$ cat src/design/operandPkg.sv
//////////////////////////////////////////////////////////////////////
// operand store package
// instruction format, opcodes, operand space codes and widths
// shared by the operand store blocks and the testbench
//////////////////////////////////////////////////////////////////////

package operandPkg;

  //////////////////////////////////////////////////////////////////////
  // widths
  //////////////////////////////////////////////////////////////////////

  localparam int opcodeLen = 5;
  localparam int fieldLen  = 10;
  localparam int instLen   = opcodeLen + fieldLen;
  localparam int dataLen   = 8;
  // one 7-bit address reaches every location of every space
  localparam int addrLen   = 7;
  localparam int spaceLen  = 3;
  localparam int depth     = 1 << addrLen;

  // opcodes served by the store, all others are ignored
  localparam logic [opcodeLen-1:0] opLd  = 5'd2;
  localparam logic [opcodeLen-1:0] opLdi = 5'd3;
  localparam logic [opcodeLen-1:0] opSt  = 5'd4;

  //////////////////////////////////////////////////////////////////////
  // instruction types
  //////////////////////////////////////////////////////////////////////

  // codes 4 to 7 have no storage behind them
  typedef enum logic [spaceLen-1:0] {
    spInput   = 3'd0,
    spOutput  = 3'd1,
    spBitRam  = 3'd2,
    spByteRam = 3'd3
  } space_e;

  // Ld and ST view of the field
  typedef struct packed {
    space_e             space;
    logic [addrLen-1:0] addr;
  } accessView_s;

  // Ldi view, top bits unused
  typedef struct packed {
    logic [fieldLen-dataLen-1:0] unused;
    logic [dataLen-1:0]          data;
  } immView_s;

  typedef union packed {
    accessView_s access;
    immView_s    imm;
  } field_u;

  typedef struct packed {
    logic [opcodeLen-1:0] opcode;
    field_u               field;
  } inst_s;

endpackage

$ cat src/design/memAccessIf.sv
//////////////////////////////////////////////////////////////////////
// memory access bundle
// decoded strobes from the instruction decoder to the storage
// blocks and to the operand-2 multiplexer
//////////////////////////////////////////////////////////////////////

interface memAccessIf;

  // one-cycle strobes, never two at once
  logic                               rd;
  logic                               wr;
  logic                               immLd;
  // target location
  operandPkg::space_e                 space;
  logic [operandPkg::addrLen-1:0]     addr;
  // accumulator value for ST
  logic [operandPkg::dataLen-1:0]     wrData;
  // immediate for Ldi
  logic [operandPkg::dataLen-1:0]     imm;

  modport decoder (output rd, wr, immLd, space, addr, wrData, imm);

  // bitRam, byteRam, ioImage
  modport store (input rd, wr, space, addr, wrData);

  // op2Mux
  modport select (input rd, space, immLd, imm);

endinterface

$ cat src/design/accessDecoder.sv
//////////////////////////////////////////////////////////////////////
// access decoder
// combinational decode of a valid instruction into read, write
// and immediate strobes plus space, address and data
//////////////////////////////////////////////////////////////////////

module accessDecoder
(
  input  operandPkg::inst_s                inst,
  input  logic                             instValid,
  input  logic [operandPkg::dataLen-1:0]   accIn,
  memAccessIf.decoder                      acc
);

  // space code of the instruction, used for the write filter
  operandPkg::space_e fieldSpace;

  assign fieldSpace = inst.field.access.space;

  always_comb
  begin
    // strobes idle unless a served opcode arrives
    acc.rd     = 1'b0;
    acc.wr     = 1'b0;
    acc.immLd  = 1'b0;
    // both views of the field go out, the strobes say which counts
    acc.space  = fieldSpace;
    acc.addr   = inst.field.access.addr;
    acc.imm    = inst.field.imm.data;
    acc.wrData = accIn;
    if (instValid)
    begin
      case (inst.opcode)
        operandPkg::opLd:
          acc.rd = 1'b1;
        operandPkg::opLdi:
          acc.immLd = 1'b1;
        operandPkg::opSt:
        begin
          // input image is read only
          // codes 4 to 7 have nothing to write
          acc.wr = (fieldSpace == operandPkg::spOutput) ||
                   (fieldSpace == operandPkg::spBitRam) ||
                   (fieldSpace == operandPkg::spByteRam);
        end
        default:
        begin
          // other opcodes belong to the ALU and peripherals
        end
      endcase
    end
  end

endmodule

$ cat src/design/bitRam.sv
//////////////////////////////////////////////////////////////////////
// bit RAM
// 128 x 1 bit store with a registered read port
//////////////////////////////////////////////////////////////////////

module bitRam
(
  input  logic      clk,
  input  logic      reset,
  memAccessIf.store acc,
  output logic      bitOut
);

  // storage array, contents undefined until written
  logic mem [0:operandPkg::depth-1];
  // access aimed at this space
  logic hit;

  assign hit = (acc.space == operandPkg::spBitRam);

  // write port, only bit 0 of the accumulator is kept
  always_ff @(posedge clk)
  begin
    if (acc.wr && hit)
    begin
      mem[acc.addr] <= acc.wrData[0];
    end
  end

  // read register
  // holds its value between reads
  always_ff @(posedge clk or posedge reset)
  begin
    if (reset)
    begin
      bitOut <= 1'b0;
    end
    else if (acc.rd && hit)
    begin
      bitOut <= mem[acc.addr];
    end
  end

endmodule

$ cat src/design/byteRam.sv
//////////////////////////////////////////////////////////////////////
// byte RAM
// 128 x 8 bit store with a registered read port
//////////////////////////////////////////////////////////////////////

module byteRam
(
  input  logic                           clk,
  input  logic                           reset,
  memAccessIf.store                      acc,
  output logic [operandPkg::dataLen-1:0] byteOut
);

  // storage array, no reset
  logic [operandPkg::dataLen-1:0] mem [0:operandPkg::depth-1];
  // access aimed at this space
  logic hit;

  assign hit = (acc.space == operandPkg::spByteRam);

  // write port takes the whole accumulator byte
  always_ff @(posedge clk)
  begin
    if (acc.wr && hit)
    begin
      mem[acc.addr] <= acc.wrData;
    end
  end

  // read register
  // last value kept while idle
  always_ff @(posedge clk or posedge reset)
  begin
    if (reset)
    begin
      byteOut <= '0;
    end
    else if (acc.rd && hit)
    begin
      byteOut <= mem[acc.addr];
    end
  end

endmodule

$ cat src/design/ioImage.sv
//////////////////////////////////////////////////////////////////////
// I/O image
// input image sampled from the pins every cycle, output image
// driven to the pins, registered single-bit read of either
//////////////////////////////////////////////////////////////////////

module ioImage
(
  input  logic                         clk,
  input  logic                         reset,
  input  logic [operandPkg::depth-1:0] inPins,
  memAccessIf.store                    acc,
  output logic [operandPkg::depth-1:0] outPins,
  output logic                         ioBitOut
);

  logic [operandPkg::depth-1:0] inImage;
  logic [operandPkg::depth-1:0] outImage;

  //////////////////////////////////////////////////////////////////////
  // images
  //////////////////////////////////////////////////////////////////////

  // pins sampled once per cycle, a read sees last cycle's value
  always_ff @(posedge clk or posedge reset)
  begin
    if (reset)
    begin
      inImage <= '0;
    end
    else
    begin
      inImage <= inPins;
    end
  end

  // ST to the output space sets one bit
  always_ff @(posedge clk or posedge reset)
  begin
    if (reset)
    begin
      outImage <= '0;
    end
    else if (acc.wr && (acc.space == operandPkg::spOutput))
    begin
      outImage[acc.addr] <= acc.wrData[0];
    end
  end

  assign outPins = outImage;

  //////////////////////////////////////////////////////////////////////
  // read port
  //////////////////////////////////////////////////////////////////////

  always_ff @(posedge clk or posedge reset)
  begin
    if (reset)
    begin
      ioBitOut <= 1'b0;
    end
    else if (acc.rd)
    begin
      // other spaces leave the register alone
      if (acc.space == operandPkg::spInput)
        ioBitOut <= inImage[acc.addr];
      else if (acc.space == operandPkg::spOutput)
        ioBitOut <= outImage[acc.addr];
    end
  end

endmodule

$ cat src/design/op2Mux.sv
//////////////////////////////////////////////////////////////////////
// operand-2 multiplexer
// remembers what kind of load was issued and picks the matching
// read register or immediate one cycle later
//////////////////////////////////////////////////////////////////////

module op2Mux
(
  input  logic                           clk,
  input  logic                           reset,
  memAccessIf.select                     acc,
  input  logic                           bitOut,
  input  logic                           ioBitOut,
  input  logic [operandPkg::dataLen-1:0] byteOut,
  output logic [operandPkg::dataLen-1:0] op2,
  output logic                           op2Valid
);

  // space of the last Ld
  operandPkg::space_e             ldSpace;
  // last cycle was an Ldi
  logic                           immLdQ;
  // immediate payload
  logic [operandPkg::dataLen-1:0] immQ;

  // load bookkeeping, op2Valid is a one-cycle pulse
  always_ff @(posedge clk or posedge reset)
  begin
    if (reset)
    begin
      op2Valid <= 1'b0;
      immLdQ   <= 1'b0;
      ldSpace  <= operandPkg::spInput;
    end
    else
    begin
      op2Valid <= acc.rd || acc.immLd;
      immLdQ   <= acc.immLd;
      if (acc.rd)
        ldSpace <= acc.space;
    end
  end

  always_ff @(posedge clk)
  begin
    if (acc.immLd)
      immQ <= acc.imm;
  end

  // select, zero while no operand is offered
  always_comb
  begin
    op2 = '0;
    if (op2Valid)
    begin
      if (immLdQ)
        op2 = immQ;
      else if (ldSpace == operandPkg::spByteRam)
        op2 = byteOut;
      else if (ldSpace == operandPkg::spBitRam)
        op2 = {{(operandPkg::dataLen-1){1'b0}}, bitOut};
      else
        // input and output images share one read register
        op2 = {{(operandPkg::dataLen-1){1'b0}}, ioBitOut};
    end
  end

endmodule

$ cat src/design/operandStore.sv
//////////////////////////////////////////////////////////////////////
// operand store
// top level of the operand store: decoder, bit and byte RAMs,
// I/O image and the operand-2 multiplexer on plain ports
//////////////////////////////////////////////////////////////////////

module operandStore
(
  input  logic                           clk,
  input  logic                           reset,
  input  logic                           instValid,
  input  operandPkg::inst_s              inst,
  input  logic [operandPkg::dataLen-1:0] accIn,
  input  logic [operandPkg::depth-1:0]   inPins,
  output logic [operandPkg::dataLen-1:0] op2,
  output logic                           op2Valid,
  output logic [operandPkg::depth-1:0]   outPins
);

  // read registers of the storage blocks
  logic                           bitOut;
  logic                           ioBitOut;
  logic [operandPkg::dataLen-1:0] byteOut;

  // decoded access shared by all blocks
  memAccessIf acc ();

  accessDecoder decoder
  (
    .inst      (inst),
    .instValid (instValid),
    .accIn     (accIn),
    .acc       (acc.decoder)
  );

  //////////////////////////////////////////////////////////////////////
  // operand spaces
  //////////////////////////////////////////////////////////////////////

  bitRam bitStore
  (
    .clk    (clk),
    .reset  (reset),
    .acc    (acc.store),
    .bitOut (bitOut)
  );

  byteRam byteStore
  (
    .clk     (clk),
    .reset   (reset),
    .acc     (acc.store),
    .byteOut (byteOut)
  );

  ioImage image
  (
    .clk      (clk),
    .reset    (reset),
    .inPins   (inPins),
    .acc      (acc.store),
    .outPins  (outPins),
    .ioBitOut (ioBitOut)
  );

  // operand-2 output stage
  op2Mux mux
  (
    .clk      (clk),
    .reset    (reset),
    .acc      (acc.select),
    .bitOut   (bitOut),
    .ioBitOut (ioBitOut),
    .byteOut  (byteOut),
    .op2      (op2),
    .op2Valid (op2Valid)
  );

endmodule

$ cat config.mk
export PLATFORM = sky130hd
export DESIGN_NAME = operandStore
export DESIGN_NICKNAME = d
export VERILOG_FILES = /design/src/design/operandPkg.sv /design/src/design/memAccessIf.sv /design/src/design/accessDecoder.sv /design/src/design/bitRam.sv /design/src/design/byteRam.sv /design/src/design/ioImage.sv /design/src/design/op2Mux.sv /design/src/design/operandStore.sv
export SDC_FILE = /design/constraint.sdc
export NUM_CORES = 2
export LEC_CHECK = 0
export BUFFER_PORTS_ARGS = -buffer_cell sky130_fd_sc_hd__buf_4
export CAP_MARGIN = 20
export CORE_MARGIN = 4
export CORE_UTILIZATION = 40
export CTS_CLUSTER_SIZE = 25
export DETAILED_ROUTE_END_ITERATION = 12
export PLACE_DENSITY = 0.55
export SETUP_SLACK_MARGIN = 0.05
export SLEW_MARGIN = 20
export SYNTH_ARGS = -nofsm -noshare
export SYNTH_HDL_FRONTEND = slang
export SYNTH_SLANG_ARGS = --single-unit
export TNS_END_PERCENT = 100
$ cat constraint.sdc
create_clock -name clk -period 10.05 [get_ports clk]
set_input_delay 0.5025 -clock clk [delete_from_list [all_inputs] [get_ports clk]]
set_output_delay 0.5025 -clock clk [all_outputs]
set_load 0.01 [all_outputs]
# Word-level counts from Yosys, hierarchy flattened
# Memories as Yosys holds them, arrays and structs flattened. A register that Yosys moved wholly into a read port is not among the register bits.
# Cells that the tools add are included.
[totals] register_bits=270 ramBits=1152 in_bits=154 out_inout_bits=137 memories=2
[op_classes] n_lt_le_gt_ge=2 n_eq_ne=8 muxes=23 n_reduce_logical=12
[memory_table] name="byteStore.mem" words=128 width=8 rd=1 rd_clocked_by_memory_dff=1 wr=1 line_no="byteRam.sv:15" rtl="logic [operandPkg::dataLen-1:0] mem [0:operandPkg::depth-1];"
[memory_table] name="bitStore.mem" words=128 width=1 rd=1 rd_clocked_by_memory_dff=1 wr=1 line_no="bitRam.sv:15" rtl="logic mem [0:operandPkg::depth-1];"
[op_table] op="128-bit bitwise mux" count=1
[op_table] op="8-bit two-way mux" count=3
[op_table] op="1-bit two-way mux" count=16
[op_table] op="1-bit binary-select mux with 7-bit select" count=2
[op_table] op="3-bit by 2-bit equality test with 1-bit output (second input constant)" count=4
[op_table] op="5-bit by 2-bit equality test with 1-bit output (second input constant)" count=2
[op_table] op="7-bit by 8-bit less-than comparator with 1-bit output (second input constant)" count=1
[op_table] op="1-bit demux with 7-bit select" count=1
[op_table] op="7-bit by 1-bit >= comparator with 1-bit output (second input constant)" count=1
[op_table] op="1-bit logical AND" count=6
[op_table] op="5-bit by 3-bit equality test with 1-bit output (second input constant)" count=1
[op_table] op="3-bit by 1-bit equality test with 1-bit output (second input constant)" count=1
[op_table] op="3-bit zero test" count=1
[op_table] op="1-bit logical OR" count=3
[op_table] op="2-bit AND reduction" count=1
[op_table] op="2-bit nonzero test" count=1

# Depth between registers and ports, before layout
[depth] word_depth=8 depth_mapped=12 mapped_depth_nobuf=7

# Modules after synthesis
# From an unflattened synthesis, not the netlist that was laid out.
[hier_totals] hier_cells=3672 area_unflattened_um2=58543.6
[modules_own_cells] mod="byteRam" instances=1 cells_per_inst=2250 area_per_inst_um2=40640.2 seq_area_each_um2=30949.7
[modules_own_cells] mod="ioImage" instances=1 cells_per_inst=889 area_per_inst_um2=11184.5 seq_area_each_um2=6431.2
[modules_own_cells] mod="bitRam" instances=1 cells_per_inst=459 area_per_inst_um2=5913.2 seq_area_each_um2=3868.7
[modules_own_cells] mod="op2Mux" instances=1 cells_per_inst=42 area_per_inst_um2=554.3 seq_area_each_um2=365.4
[modules_own_cells] mod="accessDecoder" instances=1 cells_per_inst=32 area_per_inst_um2=251.5 seq_area_each_um2=0.0

# Worst setup path after synthesis
# OpenSTA, ideal clock, no wires.
[synth_timing] path_type="in2reg" from="input inst[1] in the netlist's numbering" to="memory byteStore.mem[48][0] in the netlist's numbering, enable pin" setup_ns=0.370 arrival_ns=2.183 required_time_ns=9.680 setup_slack_ns=7.497 stages=8 path_buffers=5 path_cell_list="buf_6 > buf_6 > nor3_2 > buf_2 > buf_2 > buf_2 > nand2_1 > nor2_1"
[synth_rtl] element="start: declaration" line_no="operandStore.sv:12" rtl="input operandPkg::inst_s inst,"
[synth_rtl] element="end: declaration" line_no="byteRam.sv:15"
# Straight into the memory's write port.

==> run summary <==
The flow ran to the end, and the final reports show no timing, DRC or antenna violations. The portion of the post-synthesis area used by sequential elements was 0.7270; the synthesis-to-finish area growth was 18.06%. The number of buffers between clock root and the deepest sink is 3, and the placed wire-length estimate is 127200 microns. Fraction of power spent switching nets: 0.2325. The total buffers and inverters traversed by the critical path was 3; the effective utilization at floorplan was 0.4033. The worst hold path belongs to the class input pin to flip-flop. Clock skew on the completed layout was measured at 0.03854 ns.

The critical path goes through buf_8 -> buf_12 -> and3b_4 -> buf_4 -> a22oi_1 -> nand2_1 -> a21oi_1 -> o311ai_0 -> a2111oi_0 -> a41oi_1. For the TritonCTS buffer count, the log shows 153. Along the worst path, the maximum fanout reaches 90.

The die extent in x came out at 386.3 microns. The run gives 0.061 as the combinational group share of total power. Setup violations remaining at the end of the flow were counted as 0.

A synthesized cell averages 15.42 sq um. The post-detailed-route wirelength per cell works out to 33.94 microns. The initial antenna violation count is 14. The total track usage was 0.2739; the number of fill cells was 12350. The tools report the via count of the first global-routing pass as 36830.

After global routing the overflow that remains totals 0. The layout cell share with drive strength beyond 1 was 0.2273. Counting distinct cell types in the post-synthesis netlist gives 68.

The number of flops mapped to enable cells by yosys was 1160. Setup repair after global routing left no endpoint under its margin. Leakage power figure: 23.21 nW. At the later pin of the worst-skew pair, clock insertion delay measures 0.81 ns. The library cell used most frequently in the layout, excluding fill and tap cells, is sky130_fd_sc_hd__edfxtp_1. Prior to clock tree synthesis, the placed netlist has a worst setup slack of 5.132 ns. Count of endpoints failing hold in the final timing report: 0.

The share of synthesized flip-flops with an asynchronous set or reset works out to 0.1894. Summed over all instances, the cell type with the most area after synthesis is sky130_fd_sc_hd__edfxtp_1. The quantity of I/O buffers inserted on ports was 290. The minimum clock period is 4.178 ns. Timing would allow up to 0.2394 GHz. The detailed router placed 37490 vias in this run. The final layout contains 4250 nets. Max-cap violations in this run came to 0.

The fraction of synthesized cell area taken by the top area cell type is 0.6086. The tools report the clock network fraction of design power as 0.438. The global-route wire length before repair was 288800 microns.

Chip height: 386.3 microns. The worst path meets setup with 5.872 ns of slack. The worst endpoint required time came out at 10.77 ns. The logs give 1431 for the clock net sink count and 0.8854 for the routability-driven placement congestion ratio. For the pin with the worst max-slew slack, the measured transition is 1.198 ns. The maximum number of pins on one net before global-route repair was 129. The data arrival time of the worst path was 4.90 ns. The internal power summed over all cells is 9.910 mW, and the part of the cycle the worst path needs is 0.4157.

Clock-pin slew was measured on the worst setup and hold paths at 0.06 ns. The count of H-tree levels built during CTS was 4. The initialized floorplan defines 138 standard-cell rows. The remaining design rule violation count was 0.

The most used flip-flop cell after synthesis is sky130_fd_sc_hd__edfxtp_1. For the share of the core filled with cells, the log shows 0.4761. The count of pins over their slew limit was 0; the number of ports placed on the die boundary was 291. By area the synthesized netlist is led by sky130_fd_sc_hd__edfxtp_1 61%, sky130_fd_sc_hd__dfrtp_1 12%, sky130_fd_sc_hd__mux2_2 5.1%, sky130_fd_sc_hd__nor2_1 3.2%, sky130_fd_sc_hd__a221oi_1 2.4%. In the final timing run, aggregate negative setup slack is 0 ns. Final antenna-violating net count: 0. The tools report the library cell used as clock root buffer as sky130_fd_sc_hd__clkbuf_16. The final layout contains routed wiring with a total length of 207700 microns. The core region is 141900 sq um. The power per cell area works out to 191.1 nW/um^2. Leaving out fill and tap cells, the most frequent cells in the layout are 1160 x sky130_fd_sc_hd__edfxtp_1, 479 x sky130_fd_sc_hd__nor2_1, 363 x sky130_fd_sc_hd__buf_4. The worst hold path begins at inst[8].

In this run the critical register-to-register path is launched from byteStore.mem[17][1]. The number of warnings printed during yosys synthesis was 0; the cell area after synthesis was 57240 sq um. The kind of critical path is input pin to flip-flop. The floorplan die area was 149200 sq um.

Kind of cell with the highest combined delay on the critical path: buffers and inverters. After synthesis the netlist holds a flip-flop and latch count of 1431. The sequential power share came out at 0.501. The worst stage delay on the critical path is 0.85 ns.

Among all stages on the critical path, the largest delay is contributed by sky130_fd_sc_hd__buf_4. The logs give 0.2016 for the normalized max-slew margin and 3711 for the synthesized instance count. TritonCTS built the clock tree. After detailed routing, the number of vias per cell comes to 6.127. The net load switching power was 3.002 mW. The number of setup buffers added after CTS is 0.

For this block, the initial DRC count from the detailed router was 4901. In this run the worst setup path begins at inst[2]. The worst setup path is launched from an input pin. For the maximum vdd ir drop, the log shows 157.7 uV. Endpoint type of the worst setup path: a flip-flop.

The synthesized netlist net count is 3865, and the iteration count of the initial detailed-routing pass is 6.
## cell families (layout without fill, tap and decap cells)
logic type / count (synthesis) / after routing / share of synthesized area
buffers and inverters: 283 / 796 / 0.02483
multiplexers: 444 / 444 / 0.09539
AND/OR/NAND/NOR: 835 / 835 / 0.05998
flip-flops: 1431 / 1431 / 0.7270
AO/OA/AOI/OAI: 718 / 718 / 0.09277
other: 0 / 4 / 0
## cells in the mapped netlist (10+ instances only)
cell	number
sky130_fd_sc_hd__a221o_1	41
sky130_fd_sc_hd__buf_4	32
sky130_fd_sc_hd__o2111ai_1	12
sky130_fd_sc_hd__mux2i_1	124
sky130_fd_sc_hd__a211oi_1	12
sky130_fd_sc_hd__nand2_1	238
sky130_fd_sc_hd__a22o_1	30
sky130_fd_sc_hd__buf_2	80
sky130_fd_sc_hd__o211ai_1	18
sky130_fd_sc_hd__dfrtp_1	271
sky130_fd_sc_hd__a22oi_1	128
sky130_fd_sc_hd__nand3_1	15
sky130_fd_sc_hd__a21oi_1	104
sky130_fd_sc_hd__a31oi_1	16
sky130_fd_sc_hd__clkbuf_1	123
sky130_fd_sc_hd__o221ai_1	10
sky130_fd_sc_hd__mux4_2	54
sky130_fd_sc_hd__a222oi_1	13
sky130_fd_sc_hd__nor2_1	485
sky130_fd_sc_hd__edfxtp_1	1160
sky130_fd_sc_hd__o21ai_0	103
sky130_fd_sc_hd__mux2_2	261
sky130_fd_sc_hd__buf_6	17
sky130_fd_sc_hd__nor2b_1	18
sky130_fd_sc_hd__buf_1	22
sky130_fd_sc_hd__nand4_1	19
sky130_fd_sc_hd__a221oi_1	155
sky130_fd_sc_hd__o22ai_1	19
## worst reg2reg max path: stages, from the launching register on
cell                        delay (ns)
sky130_fd_sc_hd__edfxtp_1         0.37
sky130_fd_sc_hd__mux2_2           0.27
sky130_fd_sc_hd__a22oi_1          0.20
sky130_fd_sc_hd__o22ai_1          0.14
sky130_fd_sc_hd__o21ai_0          0.76
sky130_fd_sc_hd__o311ai_0         0.57
sky130_fd_sc_hd__a2111oi_0        0.78
sky130_fd_sc_hd__a41oi_1          0.21
## stage by stage
stage / power [mW] / instances / hold slack (ns) / instance area (sq um)
after floorplan: 6.914 / 3711 / 0.4710 / 57240
after global placement: 7.315 / 5699 / 0.4904 / 61230
after CTS: 12.95 / 6114 / 0.03466 / 67560
final: 12.91 / 6118 / 0.09763 / 67580
after global routing: 13.23 / 6114 / 0.07941 / 67570
after detailed placement: 7.318 / 5699 / 0.4895 / 61240
## sequential cells by signal (all words and copies together) (netlist names)
name               flops
image.outPins        128
mux.immQ               8
bitStore.bitOut        1
image.ioBitOut         1
image.inImage        128
bitStore.mem         128
byteStore.mem       1024
mux.op2Valid           1
mux.immLdQ             1
byteStore.byteOut      8
mux.ldSpace            3
## final timing paths
check / to / slack, ns / depth (start not counted)
worst max-delay path: byteStore.byteOut[1] / 5.87 / 10
worst min-delay path: mux.ldSpace[1] / 0.1 / 2
worst max register to register: byteStore.byteOut[1] / 6.61 / 7
worst min register to register: mux.ldSpace[1] / 0.50 / 1
max in group asynchronous: image.outPins[53] / 8.19 / 4
min in group asynchronous: image.inImage[75] / 0.38 / 3
## power by group through the flow
stage	registers [mW]	logic (mW)	clock network (mW)
final	6.47	0.791	5.66
after floorplan	6.58	0.338	0
after global placement	6.59	0.728	0
after detailed placement	6.59	0.731	0
after CTS	6.46	0.775	5.71
after global routing	6.46	0.814	5.95
## routing by layer
| metal | GRT usage | part of all wire | routed length [microns] |
|---|---|---|---|
| met1 | 0.3811 | 0.40 | 83900 |
| met2 | 0.4145 | 0.45 | 92770 |
| met3 | 0.07325 | 0.11 | 22750 |
| met4 | 0.1000 | 0.039 | 8168 |
| met5 | 0 | 0.00035 | 72 |
## repair_timing
item | in CTS | in global routing
gates resized for setup | 0 | 0
hold buffers | 132 | 0
endpoints found under the hold margin | 221 | 0
## area by class of cell
| type | count | area [sq um] | area share |
|---|---|---|---|
| inverter | 8 | 40.04 | 0.0005925 |
| multi-input combinational | 1997 | 14330 | 0.2120 |
| timing repair buffer | 505 | 4227 | 0.06254 |
| sequential | 1431 | 41610 | 0.6158 |
| tap | 1890 | 2365 | 0.03499 |
| clock inverter | 63 | 630.6 | 0.009331 |
| antenna | 4 | 10.01 | 0.0001481 |
| clock buffer | 220 | 4367 | 0.06462 |
Power figures use the tool's default switching activity.
